`src/logic/ldpc_code_pkg.sv`:
```
// (8,4) extended hamming code geometry
// parity check matrix as one column mask per row

package ldpc_code_pkg;

  localparam int code_n = 8;
  localparam int code_m = 4;
  localparam int row_w  = 2;

  // check row index
  typedef logic [row_w-1:0]  hb_row_t;

  // one hard bit per column with bit 0 at column 0
  typedef logic [code_n-1:0] bits_t;

  // row 3 is the overall parity row
  localparam bits_t h_mask [code_m] = '{
    8'b0001_0111,
    8'b0010_1011,
    8'b0100_1101,
    8'b1111_1111
  };

endpackage

```
`src/logic/ldpc_dec_pkg.sv`:
```
// decoder datapath widths and saturation limits
// min-sum normalization constants
// frame request, frame result and row message types

package ldpc_dec_pkg;

  // positive channel llr means bit 0
  localparam int llr_w   = 5;
  // node totals and check messages
  localparam int node_w  = 7;
  localparam int node_max = 63;

  // check message scaling by 7/8
  localparam logic [2:0] cnorm_mul   = 3'd7;
  localparam int         cnorm_shift = 3;

  localparam int tag_w   = 4;
  localparam int niter_w = 4;
  localparam int err_w   = 4;

  typedef logic signed [llr_w-1:0]  llr_t;
  typedef logic signed [node_w-1:0] node_t;

  // one value per column for totals and messages
  typedef node_t [ldpc_code_pkg::code_n-1:0] row_msg_t;

  // frame request
  typedef struct packed {
    llr_t [ldpc_code_pkg::code_n-1:0] llr;
    logic [tag_w-1:0]                 tag;
    logic [niter_w-1:0]               niter;
    logic                             fmode;
  } dec_in_t;

  // frame result
  typedef struct packed {
    ldpc_code_pkg::bits_t bits;
    logic [tag_w-1:0]     tag;
    logic [err_w-1:0]     err;
    logic                 decfail;
  } dec_out_t;

endpackage

```
`src/logic/ldpc_dec_cnode.sv`:
```
// one-row layered normalized min-sum update
// two minimum search and sign product over the masked columns

`timescale 1ns/1ns

module ldpc_dec_cnode (
  input  ldpc_code_pkg::hb_row_t row,
  input  ldpc_dec_pkg::row_msg_t total,
  input  ldpc_dec_pkg::row_msg_t old_msg,
  output ldpc_dec_pkg::row_msg_t new_total,
  output ldpc_dec_pkg::row_msg_t new_msg
);

  import ldpc_code_pkg::*;
  import ldpc_dec_pkg::*;

  bits_t                    mask;
  // v2c needs one guard bit over the node width
  logic signed [node_w:0]   v2c     [code_n];
  logic        [node_w-1:0] mag     [code_n];
  logic        [node_w-1:0] min1;
  logic        [node_w-1:0] min2;
  bits_t                    min_sel;
  logic                     sgn_prod;
  logic        [node_w-1:0] sel_mag [code_n];
  logic        [node_w+2:0] scaled  [code_n];
  node_t                    msg     [code_n];
  logic signed [node_w+1:0] sum     [code_n];

  assign mask = h_mask[row];

  //--------------------------------------------------------------------------
  // v2c, magnitudes, two minimums and sign product
  //--------------------------------------------------------------------------

  always_comb begin
    min1     = '1;
    min2     = '1;
    min_sel  = '0;
    sgn_prod = 1'b0;
    for (int i = 0; i < code_n; i++) begin
      v2c[i] = $signed(total[i]) - $signed(old_msg[i]);
      mag[i] = v2c[i][node_w] ? node_w'(-v2c[i]) : node_w'(v2c[i]);
      if (mask[i]) begin
        sgn_prod = sgn_prod ^ v2c[i][node_w];
        if (mag[i] < min1) begin
          min2       = min1;
          min1       = mag[i];
          min_sel    = '0;
          min_sel[i] = 1'b1;
        end
        else if (mag[i] < min2) begin
          min2 = mag[i];
        end
      end
    end
  end

  //--------------------------------------------------------------------------
  // new messages and saturated totals
  //--------------------------------------------------------------------------

  always_comb begin
    for (int i = 0; i < code_n; i++) begin
      // the minimum column sees the second minimum
      sel_mag[i] = min_sel[i] ? min2 : min1;
      scaled[i]  = ({3'b000, sel_mag[i]} * {7'd0, cnorm_mul}) >> cnorm_shift;
      if (scaled[i] > node_max)
        msg[i] = node_t'(node_max);
      else
        msg[i] = node_t'(scaled[i]);
      // extrinsic sign with own sign taken out of the product
      if (sgn_prod ^ v2c[i][node_w])
        msg[i] = -msg[i];
      sum[i] = v2c[i] + msg[i];
      // columns outside the row pass through
      if (!mask[i]) begin
        new_total[i] = total[i];
        new_msg[i]   = '0;
      end
      else begin
        if (sum[i] > node_max)
          new_total[i] = node_t'(node_max);
        else if (sum[i] < -node_max)
          new_total[i] = node_t'(-node_max);
        else
          new_total[i] = node_t'(sum[i]);
        new_msg[i] = msg[i];
      end
    end
  end

endmodule

```
`src/logic/ldpc_dec_ctrl.sv`:
```
// decoder frame FSM
// row and iteration counters, early stop decision
// per-frame tag, iteration count and mode registers

`timescale 1ns/1ns

module ldpc_dec_ctrl (
  input  logic                             iclk,
  input  logic                             ireset,
  input  logic                             start,
  input  logic [ldpc_dec_pkg::niter_w-1:0] niter,
  input  logic                             fmode,
  input  logic [ldpc_dec_pkg::tag_w-1:0]   tag,
  input  logic                             syn_zero,
  output logic                             busy,
  output logic                             load,
  output logic                             row_val,
  output ldpc_code_pkg::hb_row_t           row,
  output logic                             done,
  output logic [ldpc_dec_pkg::tag_w-1:0]   done_tag
);

  import ldpc_code_pkg::*;
  import ldpc_dec_pkg::*;

  typedef enum logic [2:0] {
    st_idle,
    st_load,
    st_run,
    st_check,
    st_flush
  } state_t;

  state_t             state;
  logic [niter_w-1:0] niter_q;
  logic [niter_w-1:0] iter_cnt;
  logic               fmode_q;
  logic [tag_w-1:0]   tag_q;
  // one based number of the iteration in progress
  logic [niter_w:0]   iter_num;
  logic               stop;

  //--------------------------------------------------------------------------
  // stop decision in the check cycle
  //--------------------------------------------------------------------------

  assign iter_num = {1'b0, iter_cnt} + 1'b1;
  // niter of 0 still runs one iteration
  assign stop     = (iter_num >= {1'b0, niter_q}) | (fmode_q & syn_zero);

  assign busy     = (state != st_idle);
  assign load     = (state == st_load);
  assign row_val  = (state == st_run);
  assign done     = (state == st_check) & stop;
  assign done_tag = tag_q;

  //--------------------------------------------------------------------------
  // frame FSM
  //--------------------------------------------------------------------------

  always_ff @(posedge iclk or posedge ireset) begin
    if (ireset) begin
      state    <= st_idle;
      row      <= '0;
      iter_cnt <= '0;
    end
    else begin
      case (state)
        st_idle : begin
          if (start)
            state <= st_load;
        end
        st_load : begin
          state    <= st_run;
          row      <= '0;
          iter_cnt <= '0;
        end
        st_run : begin
          // row wraps to 0 after the last row
          row <= row + 1'b1;
          if (row == hb_row_t'(code_m - 1))
            state <= st_check;
        end
        st_check : begin
          if (stop) begin
            state <= st_flush;
          end
          else begin
            state    <= st_run;
            iter_cnt <= iter_cnt + 1'b1;
          end
        end
        // out_val cycle with busy still high
        st_flush : state <= st_idle;
        default  : state <= st_idle;
      endcase
    end
  end

  // request fields held for the whole frame
  always_ff @(posedge iclk) begin
    if ((state == st_idle) & start) begin
      niter_q <= niter;
      fmode_q <= fmode;
      tag_q   <= tag;
    end
  end

endmodule

```
`src/logic/ldpc_dec_node_mem.sv`:
```
// column total registers
// per-row check-to-variable message store read at the current row

`timescale 1ns/1ns

module ldpc_dec_node_mem (
  input  logic                                           iclk,
  input  logic                                           ireset,
  input  logic                                           load,
  input  ldpc_dec_pkg::llr_t [ldpc_code_pkg::code_n-1:0] llr,
  input  logic                                           row_val,
  input  ldpc_code_pkg::hb_row_t                         row,
  input  ldpc_dec_pkg::row_msg_t                         new_total,
  input  ldpc_dec_pkg::row_msg_t                         new_msg,
  output ldpc_dec_pkg::row_msg_t                         total,
  output ldpc_dec_pkg::row_msg_t                         old_msg
);

  import ldpc_code_pkg::*;
  import ldpc_dec_pkg::*;

  // one message word per check row
  row_msg_t msg_mem [code_m];

  // combinational read for the row being updated
  assign old_msg = msg_mem[row];

  // totals start from the sign extended channel llr
  always_ff @(posedge iclk or posedge ireset) begin
    if (ireset) begin
      total <= '0;
    end
    else if (load) begin
      for (int i = 0; i < code_n; i++)
        total[i] <= node_t'(llr[i]);
    end
    else if (row_val) begin
      total <= new_total;
    end
  end

  // messages cleared per frame and written once per row
  always_ff @(posedge iclk) begin
    if (load) begin
      for (int r = 0; r < code_m; r++)
        msg_mem[r] <= '0;
    end
    else if (row_val) begin
      msg_mem[row] <= new_msg;
    end
  end

endmodule

```
`src/logic/ldpc_dec_out.sv`:
```
// hard decision and syndrome of the current totals
// channel hard bits, error count and result registers

`timescale 1ns/1ns

module ldpc_dec_out (
  input  logic                                           iclk,
  input  logic                                           ireset,
  input  ldpc_dec_pkg::row_msg_t                         total,
  input  ldpc_dec_pkg::llr_t [ldpc_code_pkg::code_n-1:0] llr,
  input  logic                                           done,
  input  logic [ldpc_dec_pkg::tag_w-1:0]                 done_tag,
  output logic                                           syn_zero,
  output logic                                           out_val,
  output ldpc_dec_pkg::dec_out_t                         dec_out
);

  import ldpc_code_pkg::*;
  import ldpc_dec_pkg::*;

  bits_t             hard;
  bits_t             chan_bits;
  logic [code_m-1:0] syn;
  logic [err_w-1:0]  err_cnt;
  row_msg_t          total_q;
  logic              busy;
  logic              load_edge;

  //--------------------------------------------------------------------------
  // hard bits, syndrome, error count
  //--------------------------------------------------------------------------

  always_comb begin
    err_cnt = '0;
    for (int i = 0; i < code_n; i++) begin
      hard[i] = total[i][node_w-1];
      err_cnt = err_cnt + err_w'(hard[i] ^ chan_bits[i]);
    end
    for (int r = 0; r < code_m; r++)
      syn[r] = ^(hard & h_mask[r]);
  end

  assign syn_zero = (syn == '0);

  // first change of the totals after a result marks the new frame load
  assign load_edge = !busy & (total != total_q);

  //--------------------------------------------------------------------------
  // frame tracking and result registers
  //--------------------------------------------------------------------------

  always_ff @(posedge iclk or posedge ireset) begin
    if (ireset) begin
      busy    <= 1'b0;
      out_val <= 1'b0;
      total_q <= '0;
    end
    else begin
      out_val <= done;
      total_q <= total;
      if (done)
        busy <= 1'b0;
      else if (load_edge)
        busy <= 1'b1;
    end
  end

  always_ff @(posedge iclk) begin
    // last sample is the llr seen on load
    if (!busy & !load_edge) begin
      for (int i = 0; i < code_n; i++)
        chan_bits[i] <= llr[i][llr_w-1];
    end
    if (done) begin
      dec_out.bits    <= hard;
      dec_out.tag     <= done_tag;
      dec_out.err     <= err_cnt;
      dec_out.decfail <= !syn_zero;
    end
  end

endmodule

```
`src/logic/ldpc_dec_top.sv`:
```
// layered min-sum ldpc decoder top level
// controller, node memory, check node unit and output block

`timescale 1ns/1ns

module ldpc_dec_top (
  input  logic                   iclk,
  input  logic                   ireset,
  input  logic                   start,
  input  ldpc_dec_pkg::dec_in_t  dec_in,
  output logic                   busy,
  output logic                   out_val,
  output ldpc_dec_pkg::dec_out_t dec_out
);

  import ldpc_code_pkg::*;
  import ldpc_dec_pkg::*;

  //--------------------------------------------------------------------------
  // internal wires
  //--------------------------------------------------------------------------

  logic             load;
  logic             row_val;
  hb_row_t          row;
  logic             done;
  logic [tag_w-1:0] done_tag;
  logic             syn_zero;
  // totals and messages around the check node loop
  row_msg_t         total;
  row_msg_t         old_msg;
  row_msg_t         new_total;
  row_msg_t         new_msg;

  //--------------------------------------------------------------------------
  // blocks
  //--------------------------------------------------------------------------

  ldpc_dec_ctrl ctrl_inst (
    .iclk     (iclk),
    .ireset   (ireset),
    .start    (start),
    .niter    (dec_in.niter),
    .fmode    (dec_in.fmode),
    .tag      (dec_in.tag),
    .syn_zero (syn_zero),
    .busy     (busy),
    .load     (load),
    .row_val  (row_val),
    .row      (row),
    .done     (done),
    .done_tag (done_tag)
  );

  // channel llrs are taken on load
  ldpc_dec_node_mem node_mem_inst (
    .iclk      (iclk),
    .ireset    (ireset),
    .load      (load),
    .llr       (dec_in.llr),
    .row_val   (row_val),
    .row       (row),
    .new_total (new_total),
    .new_msg   (new_msg),
    .total     (total),
    .old_msg   (old_msg)
  );

  ldpc_dec_cnode cnode_inst (
    .row       (row),
    .total     (total),
    .old_msg   (old_msg),
    .new_total (new_total),
    .new_msg   (new_msg)
  );

  ldpc_dec_out out_inst (
    .iclk     (iclk),
    .ireset   (ireset),
    .total    (total),
    .llr      (dec_in.llr),
    .done     (done),
    .done_tag (done_tag),
    .syn_zero (syn_zero),
    .out_val  (out_val),
    .dec_out  (dec_out)
  );

endmodule

```
`config.mk`:
```
export PLATFORM = sky130hd
export DESIGN_NAME = ldpc_dec_top
export DESIGN_NICKNAME = d
export VERILOG_FILES = /design/src/logic/ldpc_code_pkg.sv /design/src/logic/ldpc_dec_pkg.sv /design/src/logic/ldpc_dec_cnode.sv /design/src/logic/ldpc_dec_ctrl.sv /design/src/logic/ldpc_dec_node_mem.sv /design/src/logic/ldpc_dec_out.sv /design/src/logic/ldpc_dec_top.sv
export SDC_FILE = /design/constraint.sdc
export NUM_CORES = 1
export LEC_CHECK = 0
export CAP_MARGIN = 20
export CORE_UTILIZATION = 50
export CTS_CLUSTER_DIAMETER = 50
export DETAILED_ROUTE_END_ITERATION = 8
export DONT_BUFFER_PORTS = 1
export PLACE_DENSITY = 0.68
export SLEW_MARGIN = 0
export SYNTH_ARGS = -nofsm -noshare
export SYNTH_HDL_FRONTEND = slang
export SYNTH_SLANG_ARGS = --single-unit
```
`constraint.sdc`:
```
create_clock -name iclk -period 22.6 [get_ports iclk]
set_input_delay 6.78 -clock iclk [delete_from_list [all_inputs] [get_ports iclk]]
set_output_delay 6.78 -clock iclk [all_outputs]
set_load 0.03 [all_outputs]
```
### Word-level counts from Yosys, hierarchy flattened

Memory sizes are Yosys's and may differ from the RTL's.
Index checks and enable logic that the tools add are counted.

| storage, ports and cells | value |
|---|---|
| word-level logic and storage cells | 338 |
| bits in read-only memories | 0 |
| latch bits | 0 |
| register bits | 157 |
| input bits | 52 |
| output and inout port bits | 19 |
| memory bits (writable) | 224 |
| memories | 1 |

Memories:

| name | words | width | rd ports | clocked after memory_dff | wr ports | line | text |
|---|---|---|---|---|---|---|---|
| node_mem_inst.msg_mem | 4 | 56 | 1 | 0 | 4 | ldpc_dec_node_mem.sv:23 | `row_msg_t msg_mem [code_m];` |

| cells by class | value |
|---|---|
| $add $sub $neg | 42 |
| shift operators | 0 |
| divide/modulo/power cells | 0 |
| bitwise gates (word level) | 30 |
| muxes and demuxes | 147 |
| eq/ne operators | 8 |
| reduce and logical (&&, ||, !) cells | 32 |
| multiply operators | 8 |
| magnitude comparators | 41 |

Operators by type and width:

| operator | number |
|---|---|
| 7-bit 2-to-1 mux | 101 |
| 56-bit 2-to-1 mux | 3 |
| 8-bit 2-to-1 mux | 16 |
| 7-bit negator | 16 |
| 7-bit less-than comparator | 13 |
| 7-bit by 3-bit multiplier with 10-bit output, second input constant | 8 |
| 8-bit by 7-bit adder with 9-bit output | 8 |
| 9-bit by 7-bit > comparator with 1-bit output, second input constant | 8 |
| 9-bit by 7-bit less-than comparator with 1-bit output, second input constant | 8 |
| 7-bit by 7-bit subtractor with 8-bit output | 8 |
| 7-bit by 6-bit > comparator with 1-bit output, second input constant | 8 |
| 56-bit != test | 1 |
| 56-bit OR reduction | 1 |
| 8-bit XOR reduction | 4 |
| 4-bit adder | 7 |
| 1-bit XOR | 23 |
| 2-bit nonzero test | 11 |
| 2-bit AND reduction | 10 |
| 1-bit 2-to-1 mux | 18 |
| 8-bit binary-select mux with 2-bit select | 1 |
| 7-bit less-than comparator, second input constant | 2 |
| 3-bit case mux with 4 select lines | 1 |
| 3-bit 2-to-1 mux | 3 |
| 4-bit case mux with 2 select lines | 1 |
| 19 further kinds | 28 |

### Depth between registers and ports, before layout

An unclocked memory read counts as a cell.

| logic depth | value |
|---|---|
| depth after elaboration | 47 |
| depth in mapped cells | 127 |
| depth with buffers taken out | 116 |

### By module

Synthesis repeated with hierarchy kept, for this count alone.

| unflattened totals | value |
|---|---|
| cell total of the unflattened synthesis | 3282 |
| area total of the unflattened synthesis | 32795.2 µm² |

By module, submodules not included:

| module | instances | seq. area each (µm²) | cells an instance | area each (µm²) |
|---|---|---|---|---|
| ldpc_dec_cnode | 1 | 0.0 | 2247 | 16395.7 |
| ldpc_dec_node_mem | 1 | 8127.8 | 771 | 12369.4 |
| ldpc_dec_out | 1 | 2202.1 | 200 | 3163.0 |
| ldpc_dec_ctrl | 1 | 495.5 | 64 | 867.1 |

### Worst setup path after synthesis

Ideal clock, no wire load.

| timing path | value |
|---|---|
| path kind | reg-to-reg |
| start | register ctrl_inst.row[0] |
| end | register node_mem_inst.total[1] in the netlist's numbering |
| buffers on the path | 11 |
| setup slack | 0.221 ns |
| cell stages (with the launch flop) | 106 |
| arrival | 22.253 ns |
| setup time | 0.126 ns |
| required time | 22.474 ns |
| period minus slack after synthesis | 22.379 ns |
| cell sequence | dfrtp_1 -> clkbuf_1 -> buf_1 -> clkbuf_1 -> mux4_2 -> ha_1 -> fa_1 -> xor2_1 -> nand3_1 -> nand2_1 -> xor2_1 -> inv_1 -> ha_1 -> a21oi_1 -> o21a_1 -> nor2_1 -> a221o_1 -> a21oi_2 -> (+70 left out) -> a21oi_1 -> nor2b_1 -> o21ai_0 -> nand2b_1 -> nor2_1 -> ha_1 -> o21ai_0 -> inv_1 -> ha_1 -> a21o_1 -> a21oi_1 -> xnor2_1 -> or4_1 -> or3_1 -> a31o_2 -> nand2_1 -> a21oi_1 -> a221o_1 |

| on the way | value |
|---|---|
| cells in the longest elaborated chain, start to end | 47 |
| elaborated cells between the ends (all ways) | 129 |
| classes of those cells | add/sub: 18; mul: 1; order compare: 18; mux: 80; bitwise: 9; reduce/logical: 2; memory: 1 |

RTL lines:

| what | line | text |
|---|---|---|
| from (decl) | ldpc_dec_ctrl.sv:18 | `output ldpc_code_pkg::hb_row_t row,` |
| from (signal assigned) | ldpc_dec_ctrl.sv:80 | `row <= row + 1'b1;` |
| memory read 4 x 56 bit | - |  |
| 7-bit by 7-bit subtractor with 8-bit output | ldpc_dec_cnode.sv:42 | `v2c[i] = $signed(total[i]) - $signed(old_msg[i]);` |
| 7-bit negator | ldpc_dec_cnode.sv:43 | `mag[i] = v2c[i][node_w] ? node_w'(-v2c[i]) : node_w'(v2c[i]);` |
| 7-bit 2-to-1 mux | ldpc_dec_cnode.sv:43 |  |
| 7-bit less-than comparator | ldpc_dec_cnode.sv:46, ldpc_dec_cnode.sv:52 |  |
| 7-bit 2-to-1 mux | ldpc_dec_cnode.sv:46, ldpc_dec_cnode.sv:52 |  |
| 7-bit 2-to-1 mux | ldpc_dec_cnode.sv:44 | `if (mask[i]) begin` |
| 7-bit less-than comparator | ldpc_dec_cnode.sv:46 | `if (mag[i] < min1) begin` |
| (+31 left out) | - |  |
| 7-bit 2-to-1 mux | ldpc_dec_cnode.sv:73 | `if (sgn_prod ^ v2c[i][node_w])` |
| 8-bit by 7-bit adder with 9-bit output | ldpc_dec_cnode.sv:75 | `sum[i] = v2c[i] + msg[i];` |
| 9-bit by 7-bit less-than comparator with 1-bit output | ldpc_dec_cnode.sv:84 | `else if (sum[i] < -node_max)` |
| 7-bit 2-to-1 mux | ldpc_dec_cnode.sv:84 |  |
| 7-bit 2-to-1 mux | ldpc_dec_cnode.sv:82 | `if (sum[i] > node_max)` |
| 7-bit 2-to-1 mux | ldpc_dec_cnode.sv:77 | `if (!mask[i]) begin` |
| 56-bit 2-to-1 mux | ldpc_dec_node_mem.sv:37 | `else if (row_val) begin` |
| 56-bit 2-to-1 mux | ldpc_dec_node_mem.sv:33 | `else if (load) begin` |
| to (signal, indexed assignment) | ldpc_dec_node_mem.sv:35 | `total[i] <= node_t'(llr[i]);` |
| to (signal assigned) | ldpc_dec_node_mem.sv:38 | `total <= new_total;` |
| to (decl) | ldpc_dec_node_mem.sv:15 | `output ldpc_dec_pkg::row_msg_t total,` |

Parallel ways exist; a longest one is shown, timed or not. The select of a mux whose other input is x is not followed.
A chain may end at the register's enable or synchronous reset.

### Worst setup path in the final report

| timing path | value |
|---|---|
| start | register ctrl_inst.row[0] |
| end | register node_mem_inst.total[2] in the netlist's numbering |

Same word-level chain as after synthesis.

==> results.json <==
{
  "cts_made_buffers": 47,
  "detailroute.wirelength.met3_mm": 7.18,
  "outcome": "finished clean",
  "share_of_synthesized_area_occupied_by_flip_flops_and_latches_pct": 34.5,
  "final.setup_skew_ns": 0.0380,
  "route.detailed.drc": 0,
  "reg2reg_depth": 96,
  "fin_crit_sh_pct": 95.1,
  "wl_cell_um": 21.5,
  "antenna_cells": 0,
  "synthesized_instance_count": 3325,
  "muxShareOfSynthArea_pct": 5.34,
  "cts_htree_levels": 2,
  "critical_path.startpoint_type": "flip-flop",
  "io_buffer_count": 0,
  "r2r-end": "node_mem_inst.total[2]$_DFFE_PP0P_",
  "post_synth_instance_area_sq_um": 31400,
  "synth-async-reset-ratio_pct": 32.3,
  "maxCapViolCount": 0,
  "critPathCaptureType": "flip-flop",
  "detailed_place_hpwl_mm": 69.6,
  "core_area_sq_um": 61800,
  "design.portCount": 71,
  "clock_path_buffers": 3,
  "global_route.usage.total_pct": 28.6,
  "fill_cells": 5389,
  "worst_hold_path_type": "flip-flop to flip-flop",
  "worstSetupPathType": "flip-flop to flip-flop",
  "max_freq_mhz": 46.5,
  "grt_start_max_net_pins": 69,
  "number_of_antenna_violations_at_the_first_check_in_global_routing": 3,
  "yosys.area_share.adder_pct": 15.5,
  "postSynthRegisterBits": 381,
  "initial_utilization_pct": 50.8,
  "post_drt_via_cell_ratio": 5.92,
  "drive_gt1_share_pct": 11.7,
  "finish.net_count": 3833,
  "hold_worst_slack_ns": 0.427,
  "flow.area_growth_from_synthesis_pct": 11.9,
  "grt_first_pass_wirelength_mm": 141,
  "timing.final.setup_violations": 0,
  "worst_hold_startpoint": "ctrl_inst.done_tag[3]$_DFFE_PP_",
  "critical-path-max-stage-delay_ns": 0.70,
  "crit_fanout": 9,
  "count_of_flip_flops_with_a_built_in_enable_after_synthesis": 258,
  "synth-main-ff-cell": "sky130_fd_sc_hd__edfxtp_1",
  "worst_hold_path.endpoint": "out_inst.dec_out[8]$_DFFE_PP_",
  "cts_num_sinks": 381,
  "critPathMostFrequentCell": "sky130_fd_sc_hd__ha_1",
  "finalHoldViolCount": 0,
  "detailedRoute.firstIterationViolations": 2514,
  "regToRegSetupSlack_ns": 1.10,
  "fin_util_pct": 56.8,
  "relSlewSlack_pct": 36.4,
  "via_count": 25500,
  "setup_tns_after_final_layout_ns": 0,
  "row_count": 91,
  "top_layer": "met5",
  "detailroute.wirelength.met2_mm": 41.3,
  "die-height_um": 253,
  "postSynthAreaPerCell_sq_um": 9.44,
  "tightestPinTransition_ns": 0.953,
  "synth.distinct_cells": 105,
  "clkSlewWorstSetupHoldPaths_ns": 0.06,
  "place_congestion": 1.01,
  "synth_warnings": 0,
  "timing.critical_path.arrival_ns": 21.96,
  "drt.antenna.violating_nets": 0,
  "hold-path-cell-count": 0,
  "fp.dieW_um": 253,
  "synthSimpleGateAreaFrac_pct": 13.7,
  "final_routed_wirelength_mm": 92.3,
  "via_count_of_the_first_global_routing_pass": 24200,
  "timing.rr.start": "ctrl_inst.row[0]$_DFFE_PP0P_",
  "dieArea_sq_um": 63800,
  "drt-pass1-iter-count": 5,
  "m1WireLength_mm": 40.7,
  "critPathRequiredTime_ns": 23.06,
  "ctsRootBufferMaster": "sky130_fd_sc_hd__clkbuf_16",
  "timing_max_transition_violations_final": 0,
  "synth_compound_area_share_pct": 17.8,
  "dominant_combinational_cell_family_by_area_after_synthesis": "compound AO/OA/AOI/OAI gates",
  "cts_tree": "built",
  "clkLatencyLatePin_ns": 0.61,
  "globalRouteOverflowTotal": 0,
  "post-route-min-period_ns": 21.50,
  "synth_xor_area_share_pct": 8.35,
  "cpMaxStageDelayCell": "sky130_fd_sc_hd__or4b_2",
  "rsz0062_at_grt": "yes"
}
-- worst max path at each step --
stage,start,cells past startpoint,to
after global routing,ctrl_inst.row[0]$_DFFE_PP0P_,99,node_mem_inst.total[2]$_DFFE_PP0P_
final,ctrl_inst.row[0]$_DFFE_PP0P_,96,node_mem_inst.total[2]$_DFFE_PP0P_
after CTS,ctrl_inst.row[0]$_DFFE_PP0P_,94,node_mem_inst.total[2]$_DFFE_PP0P_
after floorplan,ctrl_inst.row[0]$_DFFE_PP0P_,105,node_mem_inst.total[1]$_DFFE_PP0P_
after detailed placement,ctrl_inst.row[0]$_DFFE_PP0P_,93,node_mem_inst.total[44]$_DFFE_PP0P_
after global placement,ctrl_inst.row[0]$_DFFE_PP0P_,92,node_mem_inst.total[44]$_DFFE_PP0P_
-- cells by family after synthesis --
kind of cell,Yosys count
AND/OR/NAND/NOR,952
XOR/XNOR,299
buffers and inverters,402
multiplexers,95
other,1
flip-flops,381
adder cells (fa/ha/maj),357
AO/OA/AOI/OAI,838
-- sequential cells by signal (all words and copies together), names as in the netlist --
signal                 count
ctrl_inst.row              2
ctrl_inst.done_tag         4
out_inst.out_val           1
out_inst.dec_out          17
ctrl_inst.state            3
ctrl_inst.niter_q          4
node_mem_inst.total       56
out_inst.busy              1
node_mem_inst.msg_mem    224
out_inst.chan_bits         8
ctrl_inst.iter_cnt         4
ctrl_inst.fmode_q          1
out_inst.total_q          56
-- per-layer routing --
| metal | track usage [%] | up-vias |
|---|---|---|
| met1 | 40.2 | 12200 |
| met2 | 44.9 | 1038 |
| met5 | 0 | - |
| li1 | - | 12000 |
| met4 | 9.75 | 2 |
| met3 | 4.22 | 190 |
-- cells in the mapped netlist, types with 8 or more instances --
cell type / instances / area (sq um)
sky130_fd_sc_hd__a22oi_1: 8 / 60.1
sky130_fd_sc_hd__nand3b_1: 9 / 67.6
sky130_fd_sc_hd__or4_1: 10 / 75.1
sky130_fd_sc_hd__a211oi_1: 20 / 150
sky130_fd_sc_hd__or3_1: 16 / 100
sky130_fd_sc_hd__nand4_1: 15 / 93.8
sky130_fd_sc_hd__nor2_1: 387 / 1450
sky130_fd_sc_hd__mux4_2: 56 / 1260
sky130_fd_sc_hd__xnor2_1: 201 / 1760
sky130_fd_sc_hd__o211ai_1: 13 / 97.6
sky130_fd_sc_hd__a21o_1: 51 / 383
sky130_fd_sc_hd__buf_1: 13 / 48.8
sky130_fd_sc_hd__o22ai_1: 10 / 62.6
sky130_fd_sc_hd__fa_1: 52 / 1040
sky130_fd_sc_hd__nor2b_1: 47 / 294
sky130_fd_sc_hd__nand2b_1: 33 / 206
sky130_fd_sc_hd__ha_1: 303 / 3790
sky130_fd_sc_hd__o31ai_1: 34 / 255
sky130_fd_sc_hd__o31a_1: 9 / 78.8
sky130_fd_sc_hd__o21a_1: 21 / 158
sky130_fd_sc_hd__a31oi_1: 23 / 144
sky130_fd_sc_hd__nor3_1: 37 / 185
sky130_fd_sc_hd__o22a_1: 8 / 70.1
sky130_fd_sc_hd__or2_2: 9 / 56.3
sky130_fd_sc_hd__dfrtp_1: 123 / 3080
sky130_fd_sc_hd__and3_1: 16 / 100
sky130_fd_sc_hd__a21boi_0: 11 / 82.6
sky130_fd_sc_hd__xor2_1: 98 / 858
sky130_fd_sc_hd__edfxtp_1: 258 / 7750
sky130_fd_sc_hd__nand2_1: 270 / 1010
sky130_fd_sc_hd__mux2_2: 16 / 180
sky130_fd_sc_hd__nor4_1: 13 / 81.3
sky130_fd_sc_hd__clkbuf_1: 76 / 285
sky130_fd_sc_hd__nand3_1: 45 / 225
sky130_fd_sc_hd__a31o_2: 13 / 114
sky130_fd_sc_hd__mux2i_1: 22 / 220
sky130_fd_sc_hd__inv_1: 300 / 1130
sky130_fd_sc_hd__and2_1: 26 / 163
sky130_fd_sc_hd__o21ai_1: 17 / 85.1
sky130_fd_sc_hd__o21bai_1: 53 / 398
sky130_fd_sc_hd__a21oi_1: 239 / 1200
sky130_fd_sc_hd__o21ai_0: 197 / 986
-- timing repair --
action / CTS / global route
endpoints found under the setup margin: 42 / 49
pin swaps: 1 / 6
hold buffers: 0 / 0
buffers inserted: 7 / 20
gates resized for setup: 5 / 81
-- critical path, delay by kind of cell (launching register included) --
family	cells	cell delay, ns
adders and majority gates	12	3.51
xor gates and xnor gates	3	0.54
muxes	2	0.86
and+or+nand+nor	24	4.99
buffers and inverters	9	1.02
AOI/OAI and AO/OA	46	9.89
DFF	1	0.47
-- metrics by stage --
step | area, sq um | setup WS, ns | std cells
detailed placement | 32900 | -0.408 | 4187
floorplan | 31500 | 0.221 | 3352
CTS | 34600 | 0.210 | 4282
global route | 35100 | -0.161 | 4302
finish | 35100 | 1.10 | 4302
global placement | 32900 | 0.0249 | 4187
-- final cells by class --
cell class | count | area [sq um] | area share [%]
Timing Repair Buffer | 123 | 956 | 2.72
Clock inverter | 26 | 325 | 0.926
Clock buffer | 62 | 1270 | 3.62
Inverter | 304 | 1150 | 3.26
Sequential cell | 381 | 10800 | 30.8
Multi-Input combinational cell | 2569 | 19500 | 55.6
Tap cell | 837 | 1050 | 2.98
-- cells in the final DEF (no fill, tap or decap), types with 52 or more instances in the layout --
cell type                  instances
sky130_fd_sc_hd__xor2_1           97
sky130_fd_sc_hd__xnor2_1         193
sky130_fd_sc_hd__o21ai_0         183
sky130_fd_sc_hd__o21bai_1         53
sky130_fd_sc_hd__nand2_1         262
sky130_fd_sc_hd__a21oi_1         228
sky130_fd_sc_hd__fa_1             52
sky130_fd_sc_hd__nor2_1          384
sky130_fd_sc_hd__edfxtp_1        258
sky130_fd_sc_hd__inv_1           297
sky130_fd_sc_hd__mux4_2           56
sky130_fd_sc_hd__dfrtp_1         121
sky130_fd_sc_hd__buf_4           120
sky130_fd_sc_hd__ha_1            303
Power is not shown: default switching activity piles up to over one toggle a cycle in this logic, so the estimate is an artifact.
